--- src/rtl/vdp_pkg.sv ---
package vdp_pkg;

  // datapath and bus widths
  localparam int data_width_c     = 64;
  localparam int addr_width_c     = 32;
  localparam int max_len_c        = 8;
  localparam int elem_bytes_c     = 8;
  localparam int csr_addr_width_c = 3;

  // register map
  localparam logic [csr_addr_width_c-1:0] csr_a_ptr_c   = 3'd0;
  localparam logic [csr_addr_width_c-1:0] csr_b_ptr_c   = 3'd1;
  localparam logic [csr_addr_width_c-1:0] csr_len_c     = 3'd2;
  localparam logic [csr_addr_width_c-1:0] csr_start_c   = 3'd3;
  localparam logic [csr_addr_width_c-1:0] csr_status_c  = 3'd4;
  localparam logic [csr_addr_width_c-1:0] csr_res_ptr_c = 3'd5;

  // sequencer states
  // load phase walks A then B, store phase writes the sum
  typedef enum logic [2:0] {
    IDLE,
    LOAD_REQ,
    LOAD_WAIT,
    STORE_REQ,
    STORE_WAIT,
    FINISH
  } vdp_state_e;

endpackage

--- src/rtl/vdp_sequencer.sv ---
`timescale 1ns/1ps

module vdp_sequencer #(
  parameter int data_width_p = vdp_pkg::data_width_c
  , parameter int addr_width_p = vdp_pkg::addr_width_c
  , parameter int max_len_p    = vdp_pkg::max_len_c
) (
  input  logic                                clk_i
  , input  logic                              reset_i

  , input  logic                              start_i
  , input  logic [vdp_pkg::data_width_c-1:0]   a_ptr_i
  , input  logic [vdp_pkg::data_width_c-1:0]   b_ptr_i
  , input  logic [vdp_pkg::data_width_c-1:0]   len_i
  , input  logic [vdp_pkg::data_width_c-1:0]   res_ptr_i
  , input  logic [data_width_p-1:0]           dot_i

  , output logic                              idle_o
  , output logic                              done_o

  , output logic                              clear_o
  , output logic                              wr_a_o
  , output logic                              wr_b_o
  , output logic [$clog2(max_len_p)-1:0]      idx_o
  , output logic [data_width_p-1:0]           load_data_o

  , output logic                              mem_req_v_o
  , output logic                              mem_req_we_o
  , output logic [addr_width_p-1:0]           mem_req_addr_o
  , output logic [data_width_p-1:0]           mem_req_wdata_o
  , input  logic                              mem_req_ready_i
  , input  logic                              mem_resp_v_i
  , input  logic [data_width_p-1:0]           mem_resp_data_i
);

  import vdp_pkg::*;

  localparam int idx_width_lp = $clog2(max_len_p);

  vdp_state_e state_r;
  vdp_state_e state_n;

  logic [idx_width_lp-1:0] cnt_r;
  logic                    phase_r;
  logic [idx_width_lp-1:0] last_idx;
  logic                    last_elem;
  logic                    load_resp;
  logic [addr_width_p-1:0] base_addr;
  logic [addr_width_p-1:0] elem_off;

  // counts of 1 to 8 only, so len-1 fits the index
  assign last_idx  = idx_width_lp'(len_i - 1'b1);
  assign last_elem = (cnt_r == last_idx);
  assign load_resp = (state_r == LOAD_WAIT) && mem_resp_v_i;

  always_comb begin
    state_n = state_r;
    case (state_r)
      IDLE: begin
        if (start_i) begin
          state_n = LOAD_REQ;
        end
      end
      LOAD_REQ: begin
        if (mem_req_ready_i) begin
          state_n = LOAD_WAIT;
        end
      end
      LOAD_WAIT: begin
        if (mem_resp_v_i) begin
          state_n = (last_elem && phase_r) ? STORE_REQ : LOAD_REQ;
        end
      end
      STORE_REQ: begin
        if (mem_req_ready_i) begin
          state_n = STORE_WAIT;
        end
      end
      STORE_WAIT: begin
        if (mem_resp_v_i) begin
          state_n = FINISH;
        end
      end
      FINISH: begin
        state_n = IDLE;
      end
      default: begin
        state_n = IDLE;
      end
    endcase
  end

  always_ff @(posedge clk_i) begin
    if (reset_i) begin
      state_r <= IDLE;
    end else begin
      state_r <= state_n;
    end
  end

  // phase 0 walks A, phase 1 walks B
  always_ff @(posedge clk_i) begin
    if (reset_i || (state_r == IDLE)) begin
      cnt_r   <= '0;
      phase_r <= 1'b0;
    end else if (load_resp) begin
      if (last_elem) begin
        cnt_r   <= '0;
        phase_r <= 1'b1;
      end else begin
        cnt_r <= cnt_r + 1'b1;
      end
    end
  end

  assign base_addr = phase_r ? b_ptr_i[addr_width_p-1:0] : a_ptr_i[addr_width_p-1:0];
  assign elem_off  = addr_width_p'(cnt_r) * addr_width_p'(elem_bytes_c);

  assign mem_req_v_o    = (state_r == LOAD_REQ) || (state_r == STORE_REQ);
  assign mem_req_we_o   = (state_r == STORE_REQ);
  assign mem_req_addr_o = (state_r == STORE_REQ) ? res_ptr_i[addr_width_p-1:0]
                                                 : base_addr + elem_off;
  // operands stay frozen until the next start, so the sum holds while the store waits
  assign mem_req_wdata_o = dot_i;

  assign clear_o     = (state_r == IDLE) && start_i;
  assign wr_a_o      = load_resp && !phase_r;
  assign wr_b_o      = load_resp && phase_r;
  assign idx_o       = cnt_r;
  assign load_data_o = mem_resp_data_i;

  assign idle_o = (state_r == IDLE);
  assign done_o = (state_r == FINISH);

endmodule

--- config.mk ---
export PLATFORM = sky130hd
export DESIGN_NAME = vdp_sequencer
export DESIGN_NICKNAME = d
export VERILOG_FILES = /design/src/rtl/vdp_pkg.sv /design/src/rtl/vdp_sequencer.sv
export SDC_FILE = /design/constraint.sdc
export NUM_CORES = 1
export LEC_CHECK = 0
export ABC_AREA = 1
export BUFFER_PORTS_ARGS = -buffer_cell sky130_fd_sc_hd__buf_4
export CAP_MARGIN = 5
export CORE_AREA = 2 2 220 222
export CTS_BUF_LIST = sky130_fd_sc_hd__clkbuf_8
export CTS_CLUSTER_DIAMETER = 80
export DETAILED_ROUTE_END_ITERATION = 7
export DIE_AREA = 0 0 222 224
export PLACE_DENSITY_LB_ADDON = 0.15
export SLEW_MARGIN = 25
export SYNTH_ARGS = -nofsm -noshare
export SYNTH_HDL_FRONTEND = slang
export SYNTH_SLANG_ARGS = --single-unit
export TNS_END_PERCENT = 50
--- constraint.sdc ---
create_clock -name clk_i -period 3.2 [get_ports clk_i]
set_input_delay 0.48 -clock clk_i [delete_from_list [all_inputs] [get_ports clk_i]]
set_output_delay 0.48 -clock clk_i [all_outputs]
set_load 0.005 [all_outputs]
==> key figures <==
Run status
  – Status: finished clean

Floorplanning
  – Die width: between 200 and 250 um
  – Overall die height: 224 um
  – I/O pin cnt: 559
  – Core footprint: ~47000 um2
  – Initial Util: 6.93%
  – FP Rows: 80
  – Die area: 49700 um2

Setup path
  – Crit Path Class: register to output pin
  – CP startpoint kind: register
  – Required @ worst endpoint: 2720 ps
  – Crit path buffers/inverters: 6
  – CP top delay family: buffers and inverters
  – Crit path max fanout: 5
  – CP dominant cell by count: buf_4
  – CP max-delay cell: fa_2
  – Crit path DAT: 2550 ps
  – Crit end category: output pin
  – Critical Path, Cell by Cell: inv_6 > nand2_1 > nand2_1 > ha_2 > inv_1 > fa_2 > nor2_4 > o21ai_2 > buf_4 > nor2_2 > nand2_2 > buf_4 > nand2_1 > a31oi_1 > buf_4 > buf_4
  – Worst path max stage delay: 420 ps

Layout
  – Layout cells sized above 1: 38.8%
  – Nets: 1027
  – Fill cells: 5626
  – Most frequent cells in the layout: nand2_1, buf_4, nor2_1
  – Commonest non-fill, non-tap cell in the layout: nand2_1
  – Area delta synth->final: 35.2%
  – Final instance area: 4440 um2

Global route
  – Largest net degree at the start of global routing: 36
  – Global Route Usage Sum: roughly 6.7%
  – First-pass GRT wire length: 24500 um
  – Via count of the first global-routing pass: 3635
  – Initial antenna violation count: 1
  – GRT overflow: 0

Route
  – DRT Pass-1 Iters: 4
  – Antenna-violating nets left: 0
  – Via count: 3481
  – Iter 0 DRT Violations: approximately 140
  – Detailed Route WL: 17300 um
  – DRC viols: 0
  – WL per Instance: 13.8 um
  – Vias/cell: 2.79

Placement
  – Placed cell areas: 4230 um2
  – DPL Wire Length: 15100 um
  – Gpl congestion: 0.679
  – Number of port buffers: 145
  – Worst slack, placed: -112 ps

CTS
  – Later-pin clock latency in the skew report: 220 ps
  – Post-cts hold buffer count: 0
  – H-tree depth: 1
  – CTS Buf Count: 3
  – Clock transition at path regs: 40 ps
  – Sinks on Clock Net: 7
  – CTS tree: built
  – Maximum clock path buffer count: 2
  – CTS root buf: clkbuf_8

Timing
  – Fmax: 330 MHz
  – Max Slew Vio Count: 0
  – # setup viols final: 0
  – Fin crit period: 3030 ps
  – Rel. slew slack: between 40 and 50%
  – Hold Violations, Final: 0
  – Setup_tns: 0 ps
  – Worst-Margin Slew: 848 ps
  – Clock Skews: around 5.3 ps
  – Final Cycle Share: between 90% and 100%
  – RSZ-0062 raised after global routing: true
  – Worst setup margin: approximately 170 ps

Logic synthesis
  – Post-synth top area share: between 20% and 30%
  – Leading area contributor after synthesis: buf_4
  – Netlist cell types: 30
  – Synthesized net count: around 1000
  – Mapped Cells: 601
  – Ranking of synthesized cells by area: buf_4, nand2_1, nor2_1
  – Synthesis warning total: 0
  – FF+latch count, synth: 7
  – Seq/Total Area, Yosys: between 4 and 5%
  – Synthesized area per cell: 5.46 um2
  – Synth Cell Area: 3280 um2

Min path
  – Worst hold path type: primary input to register

Power and ir drop
  – Maximum vdd drop: 0.197 mV
  – Cell Pwr Density: 231 nW/um2
  – Leakage: 2.04 nW

Run
  – Total of max-cap violations: 0
[flip-flops by register name, indices dropped and copies added, names as in the netlist]
| register | flops |
|---|---|
| state_r | 3 |
| phase_r | 1 |
| idx_o | 3 |
[synth_stat cells, drive strengths merged]
library cell / number
buf: 138
or2: 4
inv: 46
o2111ai: 1
dfxtp: 7
nand3: 25
fa: 1
nor3: 2
nand2: 247
a21oi: 2
nor2: 74
a21boi: 2
xor2: 7
o21bai: 3
nand3b: 2
clkbuf: 5
o21ai: 18
xnor2: 4
ha: 5
a31oi: 8
[final cells by class]
type	count	area [um2]	share of cell area [%]
diodes	2	5.00	0.113
clock buffers	3	41.3	0.930
clock inverters	1	3.75	0.0846
inverters	46	178	4.00
multi-input cells	405	2020	45.4
flip-flops and latches	7	144	3.24
well taps	615	769	17.3
repair buffers	169	1280	28.8
[where the power goes]
group	internal [mW]	switching, mW
logic	0.362	0.428
registers	0.103	0.0137
clock network	0.0827	0.0355
[cell families (layout without fill, tap and decap cells)]
logic type / Yosys count / count (layout) / share of synthesized area [%]
simple gates: 354 / 354 / 46.2
buf+inv: 189 / 219 / 38.1
compound gates: 34 / 34 / 5.98
xor+xnor: 11 / 11 / 2.93
flops: 7 / 7 / 4.27
fa+ha+maj: 6 / 6 / 2.52
other cells: 0 / 2 / 0
[layer usage]
layer  GRT usage (%)  up-vias  wire length, um
met1            8.31     1490             7590
met2            10.4      188             7380
met5           0.978        -               63
met4            1.66        2              303
met3            3.13       38             1940
li1                -     1763                -
[stage by stage]
step	power [mW]	std cells	utilization (%)	hold WS, ps
after global placement	0.928	1239	8.93	600
after global routing	1.14	1246	9.36	547
after detailed placement	0.919	1239	8.93	595
final	1.02	1248	9.37	523
after floorplan	0.592	601	-	531
after CTS	1.05	1243	9.09	517
[path summary, 6_finish.rpt]
path	from	end	slack, ps	cells after the start
worst max-delay path	phase_r	mem_req_addr_o[15]	170	16
worst min-delay path	reset_i	state_r[0]	520	3
worst max register to register	state_r[0]	state_r[2]	1370	7
worst min register to register	state_r[1]	state_r[1]	610	2
[worst register-to-register path: cells and delay by family, from the launching register on]
kind	cells	cell delay (ps)
buffers and inverters	3	1000
AO/OA/AOI/OAI	1	160
flip-flops	1	320
AND/OR/NAND/NOR	3	270
[timing repair]
action,4_1_cts,5_1_grt
gates resized for setup,9,29
endpoints found under the setup margin,18,17
endpoints found under the hold margin,0,0
buffers inserted,0,3
pin swaps,4,17
(Power assumes the default switching activity.)
