<file path="src/rtl/vdp_pkg.sv">
package vdp_pkg;

  // datapath and bus widths
  localparam int data_width_c     = 64;
  localparam int addr_width_c     = 32;
  localparam int max_len_c        = 8;
  localparam int elem_bytes_c     = 8;
  localparam int csr_addr_width_c = 3;

  // register map
  localparam logic [csr_addr_width_c-1:0] csr_a_ptr_c   = 3'd0;
  localparam logic [csr_addr_width_c-1:0] csr_b_ptr_c   = 3'd1;
  localparam logic [csr_addr_width_c-1:0] csr_len_c     = 3'd2;
  localparam logic [csr_addr_width_c-1:0] csr_start_c   = 3'd3;
  localparam logic [csr_addr_width_c-1:0] csr_status_c  = 3'd4;
  localparam logic [csr_addr_width_c-1:0] csr_res_ptr_c = 3'd5;

  // sequencer states
  // load phase walks A then B, store phase writes the sum
  typedef enum logic [2:0] {
    IDLE,
    LOAD_REQ,
    LOAD_WAIT,
    STORE_REQ,
    STORE_WAIT,
    FINISH
  } vdp_state_e;

endpackage

</file>
<file path="src/rtl/vdp_csr.sv">
`timescale 1ns/1ps

module vdp_csr (
  input  logic                                  clk_i
  , input  logic                                reset_i

  , input  logic                                csr_v_i
  , input  logic                                csr_we_i
  , input  logic [vdp_pkg::csr_addr_width_c-1:0] csr_addr_i
  , input  logic [vdp_pkg::data_width_c-1:0]     csr_wdata_i

  , input  logic                                idle_i
  , input  logic                                done_i

  , output logic                                csr_resp_v_o
  , output logic [vdp_pkg::data_width_c-1:0]     csr_rdata_o

  , output logic                                start_o
  , output logic [vdp_pkg::data_width_c-1:0]     a_ptr_o
  , output logic [vdp_pkg::data_width_c-1:0]     b_ptr_o
  , output logic [vdp_pkg::data_width_c-1:0]     len_o
  , output logic [vdp_pkg::data_width_c-1:0]     res_ptr_o
);

  import vdp_pkg::*;

  logic [data_width_c-1:0] a_ptr_r;
  logic [data_width_c-1:0] b_ptr_r;
  logic [data_width_c-1:0] len_r;
  logic [data_width_c-1:0] start_r;
  logic [data_width_c-1:0] res_ptr_r;
  logic [data_width_c-1:0] rd_val;

  // command registers, cleared when a job completes
  always_ff @(posedge clk_i) begin
    if (reset_i || done_i) begin
      a_ptr_r   <= '0;
      b_ptr_r   <= '0;
      len_r     <= '0;
      start_r   <= '0;
      res_ptr_r <= '0;
    end else if (csr_v_i && csr_we_i) begin
      case (csr_addr_i)
        csr_a_ptr_c:   a_ptr_r   <= csr_wdata_i;
        csr_b_ptr_c:   b_ptr_r   <= csr_wdata_i;
        csr_len_c:     len_r     <= csr_wdata_i;
        csr_start_c:   start_r   <= csr_wdata_i;
        csr_res_ptr_c: res_ptr_r <= csr_wdata_i;
        default: begin
        end
      endcase
    end
  end

  // status is read only and comes straight from the sequencer
  always_comb begin
    case (csr_addr_i)
      csr_a_ptr_c:   rd_val = a_ptr_r;
      csr_b_ptr_c:   rd_val = b_ptr_r;
      csr_len_c:     rd_val = len_r;
      csr_start_c:   rd_val = start_r;
      csr_status_c:  rd_val = {{(data_width_c-1){1'b0}}, idle_i};
      csr_res_ptr_c: rd_val = res_ptr_r;
      default:       rd_val = '0;
    endcase
  end

  always_ff @(posedge clk_i) begin
    if (reset_i) begin
      csr_resp_v_o <= 1'b0;
    end else begin
      csr_resp_v_o <= csr_v_i;
    end
  end

  always_ff @(posedge clk_i) begin
    if (csr_v_i && !csr_we_i) begin
      csr_rdata_o <= rd_val;
    end
  end

  assign start_o   = |start_r;
  assign a_ptr_o   = a_ptr_r;
  assign b_ptr_o   = b_ptr_r;
  assign len_o     = len_r;
  assign res_ptr_o = res_ptr_r;

endmodule

</file>
<file path="config.mk">
export PLATFORM = sky130hd
export DESIGN_NAME = vdp_csr
export DESIGN_NICKNAME = d
export VERILOG_FILES = /design/src/rtl/vdp_pkg.sv /design/src/rtl/vdp_csr.sv
export SDC_FILE = /design/constraint.sdc
export NUM_CORES = 1
export LEC_CHECK = 0
export BUFFER_PORTS_ARGS = -buffer_cell sky130_fd_sc_hd__buf_2
export CAP_MARGIN = 20
export CORE_MARGIN = 10
export CORE_UTILIZATION = 49
export DETAILED_ROUTE_END_ITERATION = 12
export PLACE_DENSITY = 0.81
export SLEW_MARGIN = 5
export SYNTH_ARGS = -nofsm -noshare
export SYNTH_HDL_FRONTEND = slang
export SYNTH_SLANG_ARGS = --single-unit
</file>
<file path="constraint.sdc">
create_clock -name clk_i -period 3.7 [get_ports clk_i]
set_clock_uncertainty 0.15 [all_clocks]
set_input_delay 0.555 -clock clk_i [delete_from_list [all_inputs] [get_ports clk_i]]
set_output_delay 0.555 -clock clk_i [all_outputs]
set_load 0.02 [all_outputs]
</file>
==> summary.md, run 1 <==
| Metric | Value |
|---|---|
| Pwr Density | `455 nW/um^2` |
| Worst vdd ir | `0.294 mV` |
| H-Tree Depth | `2` |
| Vias in the first global route | `16100` |
| CTS buffer count | `41` |
| Clock Tree Root | `clkbuf_16` |
| RSZ-0062 raised after global routing | `false` |
| Final Cell Area | `20200 um^2` |
| DRT iter0 DRCs | `2153` |
| Syn nets | `1933` |
| Setup crit start kind | `flip-flop` |
| Tot Pwr | `9.18 mW` |
| Most used routing layer | `met2` |
| Pre-Repair DR Iteration Count | `6` |
| Syn. warnings | `0` |
| Cells after Synth | `1860` |
| Fin crit share | `0.899` |
| CP endpoint kind | `output port` |
| Post-CTS Setup Inserts | `0` |
| LEAKAGE | `7.47 nW` |
| Num ports | `395` |
| Rows | `67` |
| Dpl cell area | `18800 um^2` |
| GRT Residual Overflow | `0` |
| Final instance count without filler cells | `2619` |
| Yosys reg bits | `385` |
| Most common cell in the netlist | `nand3_1` |
| Netlist Area Pre-Place | `16700 um^2` |
| P&R area growth vs syn | `20.9%` |
| Fraction of layout cells with a size suffix above 1 | `0.275` |
| Endpoints failing setup | `0` |
| Fin Setup TNS | `0 ns` |
| Sequential element share of the synthesized area | `0.501` |
| Cell variety after synth | `37` |
| Die width | `204 um` |
| DR vias | `16900` |
| Hold_buf cts | `0` |
| Nets | `2210` |
| WS Path Type | `flip-flop to output port` |
| F_max | `0.301 GHz` |
| Yosys top cell by area | `dfxtp_1` |
| CP Max Fanout | `3` |
| Total GRT Usage | `0.279` |
| Clock latency on the worst-skew pair | `0.53 ns` |
| Post-synth top cells | `nand3_1 (347), dfxtp_1 (321), a21oi_1 (320)` |
| Fraction of registers with async set/reset | `0` |
| Status | `finished, final reports clean` |
| M3 GR Usage | `0.0712` |
| Core Area | `33500 um^2` |
| Worst setup margin | `0.375 ns` |
| R2R Setup Slk | `2.21 ns` |
| Pre-CTS setup slack | `0.557 ns` |
| Hold slack | `0.106 ns` |
| Antenna violations before repair | `4` |
| Antenna-violating nets left | `0` |
| Most used DFF post-synth | `dfxtp_1` |
| CTS tree | `built` |
| Grt met2 use | `0.451` |
| DRC Markers | `0` |
| Clock sinks | `385` |
| Cts repair resizes | `0` |
| Port Buf Inserts | `394` |
| Initial Util | `0.497` |
| Top area cells in the synthesized netlist | `dfxtp_1 (39%), edfxtp_1 (12%), nand3_1 (10%)` |
| Largest net degree at the start of global routing | `135` |
| Post-DP HPWL | `40.2 mm` |
| Vias per cell | `6.46` |
| Fin util | `0.601` |
| Die height | `204 um` |
| Pins Over Slew Limit | `0` |
| Avg Cell Area, Syn | `8.96 um^2` |
| Placed insts | `2541` |
| Slew margin rel. | `0.279` |
| GR met1 Demand/Resource | `0.351` |
| Placer Congestion | `0.844` |
| Max Cap Viol | `0` |
| Min-Delay Path Class | `primary input to flip-flop` |
| Routed len/inst | `23.7 um` |
| Critical Path RT | `2.99 ns` |
| Share of the synthesized area in the top cell type | `0.385` |
| Drt total wl | `62.1 mm` |
| First-pass GRT wire length | `94.3 mm` |
| Clk buf depth | `3` |
| CP arrival | `2.62 ns` |
| Die area | `41800 um^2` |
| Clock-pin transition on the worst setup and hold timing paths | `0.06 ns` |
| Post-synth EDFFs | `64` |
| Fin crit period | `3.32 ns` |
| Hold Fails Final Rpt | `0` |
| Slew @ Worst Pin | `1.08 ns` |
==> cell usage in the layout, fill, tap and decap left out, types with 28 or more instances in the layout <==
| master | instances |
|---|---|
| o21ai_0 | 315 |
| edfxtp_1 | 64 |
| a21oi_1 | 320 |
| clkbuf_16 | 43 |
| a22oi_1 | 70 |
| nand2_1 | 55 |
| mux2_2 | 36 |
| mux4_2 | 28 |
| buf_2 | 391 |
| nand3_1 | 347 |
| buf_4 | 48 |
| o22ai_1 | 35 |
| dfxtp_1 | 321 |
==> per-layer routing <==
layer / part of all wire / wire length [um]
met5: 0.00060 / 37
met1: 0.38 / 23400
met2: 0.48 / 29700
met4: 0.035 / 2170
met3: 0.11 / 6720
==> worst paths after layout <==
| path | start | to | cells past startpoint |
|---|---|---|---|
| worst max-delay path | start_r[28] | start_o | 4 |
| worst max register to register | b_ptr_o[0] | csr_rdata_o[0] | 2 |
| worst min-delay path | reset_i | csr_resp_v_o | 2 |
| worst min register to register | res_ptr_o[57] | res_ptr_o[57] | 2 |
==> worst max-delay path, stage by stage (launching register included) <==
cell and delay, ns:
dfxtp_1 0.33, nor4_1 0.71, nand4_1 0.30, or4_1 0.57, buf_2 0.19
==> cell type report <==
type,instances,area (um^2)
clock buffer,62,1230
multi-input combinational,1256,7300
sequential,385,8350
antenna,1,2.50
fill,2909,13400
clock inverter,14,130
tap,448,561
inverter,1,5.00
timing repair buffer,452,2580
==> where the power goes <==
group	switching [mW]	total (mW)	internal, mW
Clock	1.69	4.13	2.44
Combinational	0.558	0.730	0.172
Sequential	0.0224	4.32	4.30
==> registers in the layout, indices dropped and copies added, names as in the netlist <==
| register | cells |
|---|---|
| csr_rdata_o | 64 |
| res_ptr_o | 64 |
| b_ptr_o | 64 |
| csr_resp_v_o | 1 |
| len_o | 64 |
| a_ptr_o | 64 |
| start_r | 64 |
==> kinds of logic after synthesis <==
family | after synthesis | synth area share
buf+inv | 219 | 0.0641
simple gates | 442 | 0.134
compound gates | 748 | 0.238
mux | 66 | 0.0633
flops | 385 | 0.501
Power figures use the tool's default switching activity.
==> run 2: changes to the inputs <==
--- a/config.mk
+++ b/config.mk
@@ -7,10 +7,12 @@
 export LEC_CHECK = 0
 export BUFFER_PORTS_ARGS = -buffer_cell sky130_fd_sc_hd__buf_2
 export CAP_MARGIN = 20
+export CORE_ASPECT_RATIO = 1.75
 export CORE_MARGIN = 10
-export CORE_UTILIZATION = 49
+export CORE_UTILIZATION = 38
+export CTS_CLUSTER_SIZE = 28
 export DETAILED_ROUTE_END_ITERATION = 12
-export PLACE_DENSITY = 0.81
+export PLACE_DENSITY = 0.66
 export SLEW_MARGIN = 5
 export SYNTH_ARGS = -nofsm -noshare
 export SYNTH_HDL_FRONTEND = slang
==> run 2 against run 1 <==
Against the previous run:
- clock power about the same
- worst hold slack got worse by 0.079 ns
- via count down 1.9%
- non-clock buffer count down 17
- count of clock-buffer cells in the layout down 1
- combinational power up 2%
- utilization is 14 points lower
- setup slack worse by 0.015 ns
- global-route usage shrank 3.7 points
- sequential share of layout area fell by 0.082 points
- flip-flop and latch count did not move
- critical path type unchanged
- largest cell class unchanged
- largest power group unchanged
==> summary.md, run 2 (synthesized netlist as in run 1, its figures left out) <==
| Metric | Value |
|---|---|
| Status | `finished, final reports clean` |
| Placed insts | `2643 (+4.0%)` |
| FF/Latch Area | `8350 um^2 (unchanged)` |
| LEAKAGE | `7.37 nW (-1.4%)` |
| M3 GR Usage | `0.0509 (-0.0202)` |
| Slew margin rel. | `0.208 (-0.0717)` |
| Num ports | `395 (unchanged)` |
| Commonest non-fill, non-tap cell in the layout | `buf_2` |
| Worst vdd ir | `0.401 mV (+37%)` |
| Critical Path Slowest Stage Cell | `nor4_1` |
| Slew @ Worst Pin | `1.19 ns (+0.108 ns)` |
| Commonest non-fill, non-tap cells in the layout | `buf_2 (391), nand3_1 (347), dfxtp_1 (321)` |
| Fin Setup TNS | `0 ns (unchanged)` |
| P&R area growth vs syn | `21.1%` |
| Dpl cell area | `18800 um^2 (+0.37%)` |
| Buf/Inv on CP | `1 (unchanged)` |
| Placer Congestion | `0.829 (-1.8%)` |
| DRC Markers | `0 (unchanged)` |
| Largest net degree at the start of global routing | `161 (+19%)` |
| Die area | `53000 um^2 (+27%)` |
| Psw | `2.33 mW (+2.6%)` |
| Fin crit share | `0.903 (+0.00395)` |
| Clock-pin transition on the worst setup and hold timing paths | `0.07 ns (about the same)` |
| Pre-Repair DR Iteration Count | `6 (unchanged)` |
| Hold Fails Final Rpt | `0 (unchanged)` |
| Rows | `101 (+51%)` |
| Clock latency on the worst-skew pair | `0.54 ns (about the same)` |
| Initial Util | `0.385 (-0.113)` |
| Grt met2 use | `0.402 (-0.0485)` |
| WS Path Type | `flip-flop to output port` |
| Fin crit period | `3.34 ns (+0.0146 ns)` |
| Most used routing layer | `met2` |
| Routed len/inst | `25.0 um (+5.6%)` |
| Core Area | `43300 um^2 (+29%)` |
| Fillcell total | `4187 (+44%)` |
| First-pass GRT wire length | `101 mm (+6.9%)` |
| Area taken by multi-input logic gates | `7310 um^2 (about the same)` |
| H-Tree Depth | `2 (unchanged)` |
| Clk buf depth | `3 (unchanged)` |
| GRT Residual Overflow | `0 (unchanged)` |
| Die height | `297 um (+45%)` |
| Clock sinks | `385 (unchanged)` |
| Post-DP HPWL | `43.4 mm (+8.0%)` |
| CP Max Fanout | `3 (unchanged)` |
| F_max | `0.299 GHz (-0.44%)` |
| CP arrival | `2.63 ns (about the same)` |
| Pint | `6.88 mW (-0.43%)` |
| CP endpoint kind | `output port` |
| Top Family by Delay on Critical Path | `simple AND/OR/NAND/NOR gates` |
| Vias in the first global route | `16000 (-0.52%)` |
| CTS tree | `built` |
| Endpoints failing setup | `0 (unchanged)` |
| Hold slack | `0.0276 ns (-0.0788 ns)` |
| Fraction of layout cells with a size suffix above 1 | `0.269 (-0.00637)` |
| Antenna violations before repair | `7 (+3)` |
| GR met1 Demand/Resource | `0.279 (-0.0718)` |
| Fin util | `0.466 (-0.135)` |
| Final Cell Area | `20200 um^2 (+0.20%)` |
| Register share of total power | `0.469 (about the same)` |
| Hold_buf cts | `0 (unchanged)` |
| Clock Tree Root | `clkbuf_16` |
| Final instance count without filler cells | `2718 (+3.8%)` |
| RSZ-0062 raised after global routing | `false` |
| Cts repair resizes | `0 (unchanged)` |
| Min-Delay Path Class | `primary input to flip-flop` |
| Max Cap Viol | `0 (unchanged)` |
| Pwr Density | `456 nW/um^2 (+0.12%)` |
| Critical-path cell list | `nor4_1 -> nand4_1 -> or4_1 -> buf_2` |
| DRT iter0 DRCs | `1794 (-17%)` |
| Combinational power share | `0.081 (about the same)` |
| Antenna-violating nets left | `0 (unchanged)` |
| Total GRT Usage | `0.241 (-0.0375)` |
| Post-CTS Setup Inserts | `0 (unchanged)` |
| CTS buffer count | `38 (-7.3%)` |
| Max stage delay on crit path | `0.72 ns (about the same)` |
| Port Buf Inserts | `394 (unchanged)` |
| Sw Share | `0.253 (+0.00558)` |
| Clock network power share | `0.451 (about the same)` |
| Critical Path RT | `2.99 ns (about the same)` |
| Drt total wl | `68.0 mm (+9.6%)` |
| Pins Over Slew Limit | `0 (unchanged)` |
| Vias per cell | `6.11 (-5.5%)` |
| Nets | `2190 (-0.90%)` |
| Setup crit start kind | `flip-flop` |
| DR vias | `16600 (-1.9%)` |
| Die width | `178 um (-13%)` |
-- run 2: stage by stage --
step                total power [mW]  worst slack [ns]
floorplan                       4.82             0.884
global placement                5.14             0.796
detailed placement              5.15             0.815
CTS                             9.25             0.243
global route                    9.44             0.211
finish                          9.21             0.361
-- run 2: final cells by class --
class                           count  share of cell area
Timing Repair Buffer              435               0.123
Inverter                            1            0.000248
Antenna cell                        5            0.000620
Sequential cell                   385               0.413
Tap cell                          566              0.0351
Clock inverter                      9             0.00409
Clock buffer                       61              0.0622
Multi-Input combinational cell   1256               0.362
-- run 2: worst paths after layout --
kind	slack, ns	to	cells after the start	from
hold / removal	0.03	csr_resp_v_o	2	reset_i
setup reg to reg	2.24	csr_rdata_o[0]	2	b_ptr_o[0]
setup / recovery	0.36	start_o	4	start_r[51]
hold reg to reg	0.34	len_o[62]	2	len_o[62]
-- run 2: power groups by stage --
stage	clock network, mW	logic, mW	registers (mW)
after floorplan	0	0.364	4.46
after global placement	0	0.732	4.41
after detailed placement	0	0.737	4.41
after CTS	4.20	0.739	4.31
after global routing	4.35	0.778	4.32
final	4.15	0.745	4.31
-- run 2: routing by layer --
metal	vias up	wire length, um	share of wire
met2	948	33500	0.49
met3	179	5890	0.087
met4	4	3940	0.058
met1	8057	24700	0.36
li1	7406	-	-
met5	-	17	0.00025
-- run 2: worst reg2reg max path, delay by kind of cell, from the launching register on --
| family | cells | cell delay, ns |
|---|---|---|
| DFF | 1 | 0.34 |
| muxes | 2 | 0.72 |
==> run 3: changes to the inputs <==
--- a/config.mk
+++ b/config.mk
@@ -7,12 +7,14 @@
 export LEC_CHECK = 0
 export BUFFER_PORTS_ARGS = -buffer_cell sky130_fd_sc_hd__buf_2
 export CAP_MARGIN = 20
+export CELL_PAD_IN_SITES_DETAIL_PLACEMENT = 1
+export CELL_PAD_IN_SITES_GLOBAL_PLACEMENT = 2
 export CORE_ASPECT_RATIO = 1.75
 export CORE_MARGIN = 10
-export CORE_UTILIZATION = 38
+export CORE_UTILIZATION = 29
 export CTS_CLUSTER_SIZE = 28
 export DETAILED_ROUTE_END_ITERATION = 12
-export PLACE_DENSITY = 0.66
+export PLACE_DENSITY = 0.8
 export SLEW_MARGIN = 5
 export SYNTH_ARGS = -nofsm -noshare
 export SYNTH_HDL_FRONTEND = slang
==> run 3 against run 2 <==
Against the previous run:
- cell count increased by 7.4%
- flip-flop and latch count unchanged
- sequential share of layout area decreased by 0.50 points
- final area increased by 1.2%
- via count about the same
- worst hold slack improved by 0.11 ns
- largest power group unchanged
- utilization decreased by 11 points
- maximum frequency about the same
- global-route usage decreased by 2.1 points
- critical path depth unchanged
- combinational power increased by 5.9%
==> summary.md, run 3 (synthesized netlist as in run 1, its figures left out) <==
| Metric | Value |
|---|---|
| Status | `finished, final reports clean` |
| Cts repair resizes | `0 (unchanged)` |
| Post-DP HPWL | `51.5 mm (+19%)` |
| First-pass GRT wire length | `116 mm (+15%)` |
| Rows | `116 (+15%)` |
| Area taken by multi-input logic gates | `7330 um^2 (+0.24%)` |
| Port Buf Inserts | `394 (unchanged)` |
| Dpl cell area | `19200 um^2 (+1.9%)` |
| Hold EP | `start_r[20]` |
| F_max | `0.300 GHz (about the same)` |
| LEAKAGE | `7.38 nW (+0.12%)` |
| DRT iter0 DRCs | `1027 (-43%)` |
| Clock sinks | `385 (unchanged)` |
| Worst R2R Start | `b_ptr_o[0]` |
| CP Max Fanout | `3 (unchanged)` |
| Critical-path cell list | `nor4_1 -> nand4_1 -> or4_1 -> buf_2` |
| R2R depth | `2 (unchanged)` |
| Setup crit start kind | `flip-flop` |
| Commonest non-fill, non-tap cell in the layout | `buf_2` |
| DR vias | `16600 (-0.084%)` |
| WS Path Type | `flip-flop to output port` |
| RSZ-0062 raised after global routing | `false` |
| Vias in the first global route | `17300 (+7.8%)` |
| Fraction of layout cells with a size suffix above 1 | `0.268 (-0.00118)` |
| Min-Delay Path Class | `primary input to flip-flop` |
| Worst vdd ir | `0.353 mV (-12%)` |
| Die width | `201 um (+13%)` |
| Pwr Density | `443 nW/um^2 (-2.9%)` |
| Hold_buf cts | `1 (+1)` |
| Initial Util | `0.292 (-0.0924)` |
| CP arrival | `2.63 ns (about the same)` |
| Commonest non-fill, non-tap cells in the layout | `buf_2 (391), nand3_1 (347), dfxtp_1 (321)` |
| Post-CTS Setup Inserts | `0 (unchanged)` |
| Nets | `2193 (+0.14%)` |
| Fin crit period | `3.34 ns (-0.00101 ns)` |
| Pins Over Slew Limit | `0 (unchanged)` |
| Antenna-violating nets left | `0 (unchanged)` |
| Hold Path Depth | `3 (+1)` |
| CTS tree | `built` |
| Die area | `67900 um^2 (+28%)` |
| Antenna violations before repair | `5 (-2)` |
| Num ports | `395 (unchanged)` |
| R2R Path End | `csr_rdata_o[0]` |
| Core Area | `57000 um^2 (+32%)` |
| H-Tree Depth | `2 (unchanged)` |
| P&R area growth vs syn | `22.6%` |
| Clock latency on the worst-skew pair | `0.55 ns (about the same)` |
| Critical Path RT | `2.99 ns (about the same)` |
| CP endpoint kind | `output port` |
| Hold Fails Final Rpt | `0 (unchanged)` |
| Max stage delay on crit path | `0.67 ns (-0.05 ns)` |
| Routed len/inst | `26.8 um (+7.1%)` |
| FF/Latch Area | `8350 um^2 (unchanged)` |
| Worst setup margin | `0.362 ns (+0.00101 ns)` |
| Clk buf depth | `3 (unchanged)` |
| Slew margin rel. | `0.268 (+0.0604)` |
| Fin crit share | `0.902 (about the same)` |
| Clock-pin transition on the worst setup and hold timing paths | `0.07 ns (about the same)` |
| Pre-CTS setup slack | `0.841 ns (+0.0260 ns)` |
| Placer Congestion | `0.794 (-4.2%)` |
| CTS buffer count | `39 (+2.6%)` |
| Largest net degree at the start of global routing | `106 (-34%)` |
| Pre-Repair DR Iteration Count | `7 (+1)` |
| Vias per cell | `5.68 (-6.9%)` |
| Critical Path Slowest Stage Cell | `nor4_1` |
| Max Cap Viol | `0 (unchanged)` |
| Fin Setup TNS | `0 ns (unchanged)` |
| Total GRT Usage | `0.220 (-0.0209)` |
| GRT Residual Overflow | `0 (unchanged)` |
| R2R Setup Slk | `2.23 ns (about the same)` |
| Die height | `337 um (+13%)` |
| Endpoints failing setup | `0 (unchanged)` |
| DRC Markers | `0 (unchanged)` |
| Clock Tree Root | `clkbuf_16` |
| Final Cell Area | `20400 um^2 (+1.2%)` |
| Drt total wl | `78.2 mm (+15%)` |
| Slew @ Worst Pin | `1.10 ns (-0.0906 ns)` |
| Min-delay src | `csr_wdata_i[20]` |
| Fillcell total | `6716 (+60%)` |
## run 3: per-layer routing
metal	global-route usage	up-vias	wire length, um	part of all wire
li1	-	7405	-	-
met1	0.248	8389	29800	0.38
met2	0.392	636	40000	0.51
met3	0.0423	146	4610	0.059
met4	0.107	4	3720	0.048
met5	0	-	23	0.00029
## run 3: power by group
| group | internal, mW | leakage, nW | switching, mW | total (mW) |
|---|---|---|---|---|
| combinational | 0.178 | 3.59 | 0.611 | 0.789 |
| sequential | 4.29 | 3.18 | 0.0247 | 4.32 |
| clock | 2.18 | 0.608 | 1.76 | 3.94 |
| total | 6.65 | 7.38 | 2.39 | 9.05 |
## run 3: layout make-up
type | instances | area share
antenna | 2 | 0.000245
clock inverter | 11 | 0.00300
clock buffer | 59 | 0.0570
inverter | 1 | 0.000306
tap | 767 | 0.0469
multi-input combinational | 1256 | 0.358
sequential | 385 | 0.408
timing repair buffer | 437 | 0.126
## run 3: critical path, delay by kind of cell (launching register included)
family	cells	cell delay [ns]
flip-flops	1	0.35
AND/OR/NAND/NOR	3	1.52
buffers and inverters	1	0.21
## run 3: worst max path at each step
stage                            from        endpoint  slack (ns)  depth (start not counted)
after floorplan               csr_v_i  csr_rdata_o[0]        0.88                          1
after global placement    start_r[51]         start_o        0.71                          4
after detailed placement  start_r[51]         start_o        0.84                          4
after CTS                 start_r[51]         start_o        0.23                          4
after global routing       start_r[1]         start_o        0.28                          4
final                     start_r[51]         start_o        0.36                          4
## run 3: through the flow
step,total power [mW],hold slack [ns],instances,utilization
6_report,9.05,0.138,2918,0.358
3_5_place_dp,5.21,0.334,2845,0.337
5_1_grt,9.34,0.133,2918,0.358
2_1_floorplan,4.82,0.313,1860,-
4_1_cts,9.15,0.110,2916,0.358
3_3_place_gp,5.20,0.322,2845,0.337
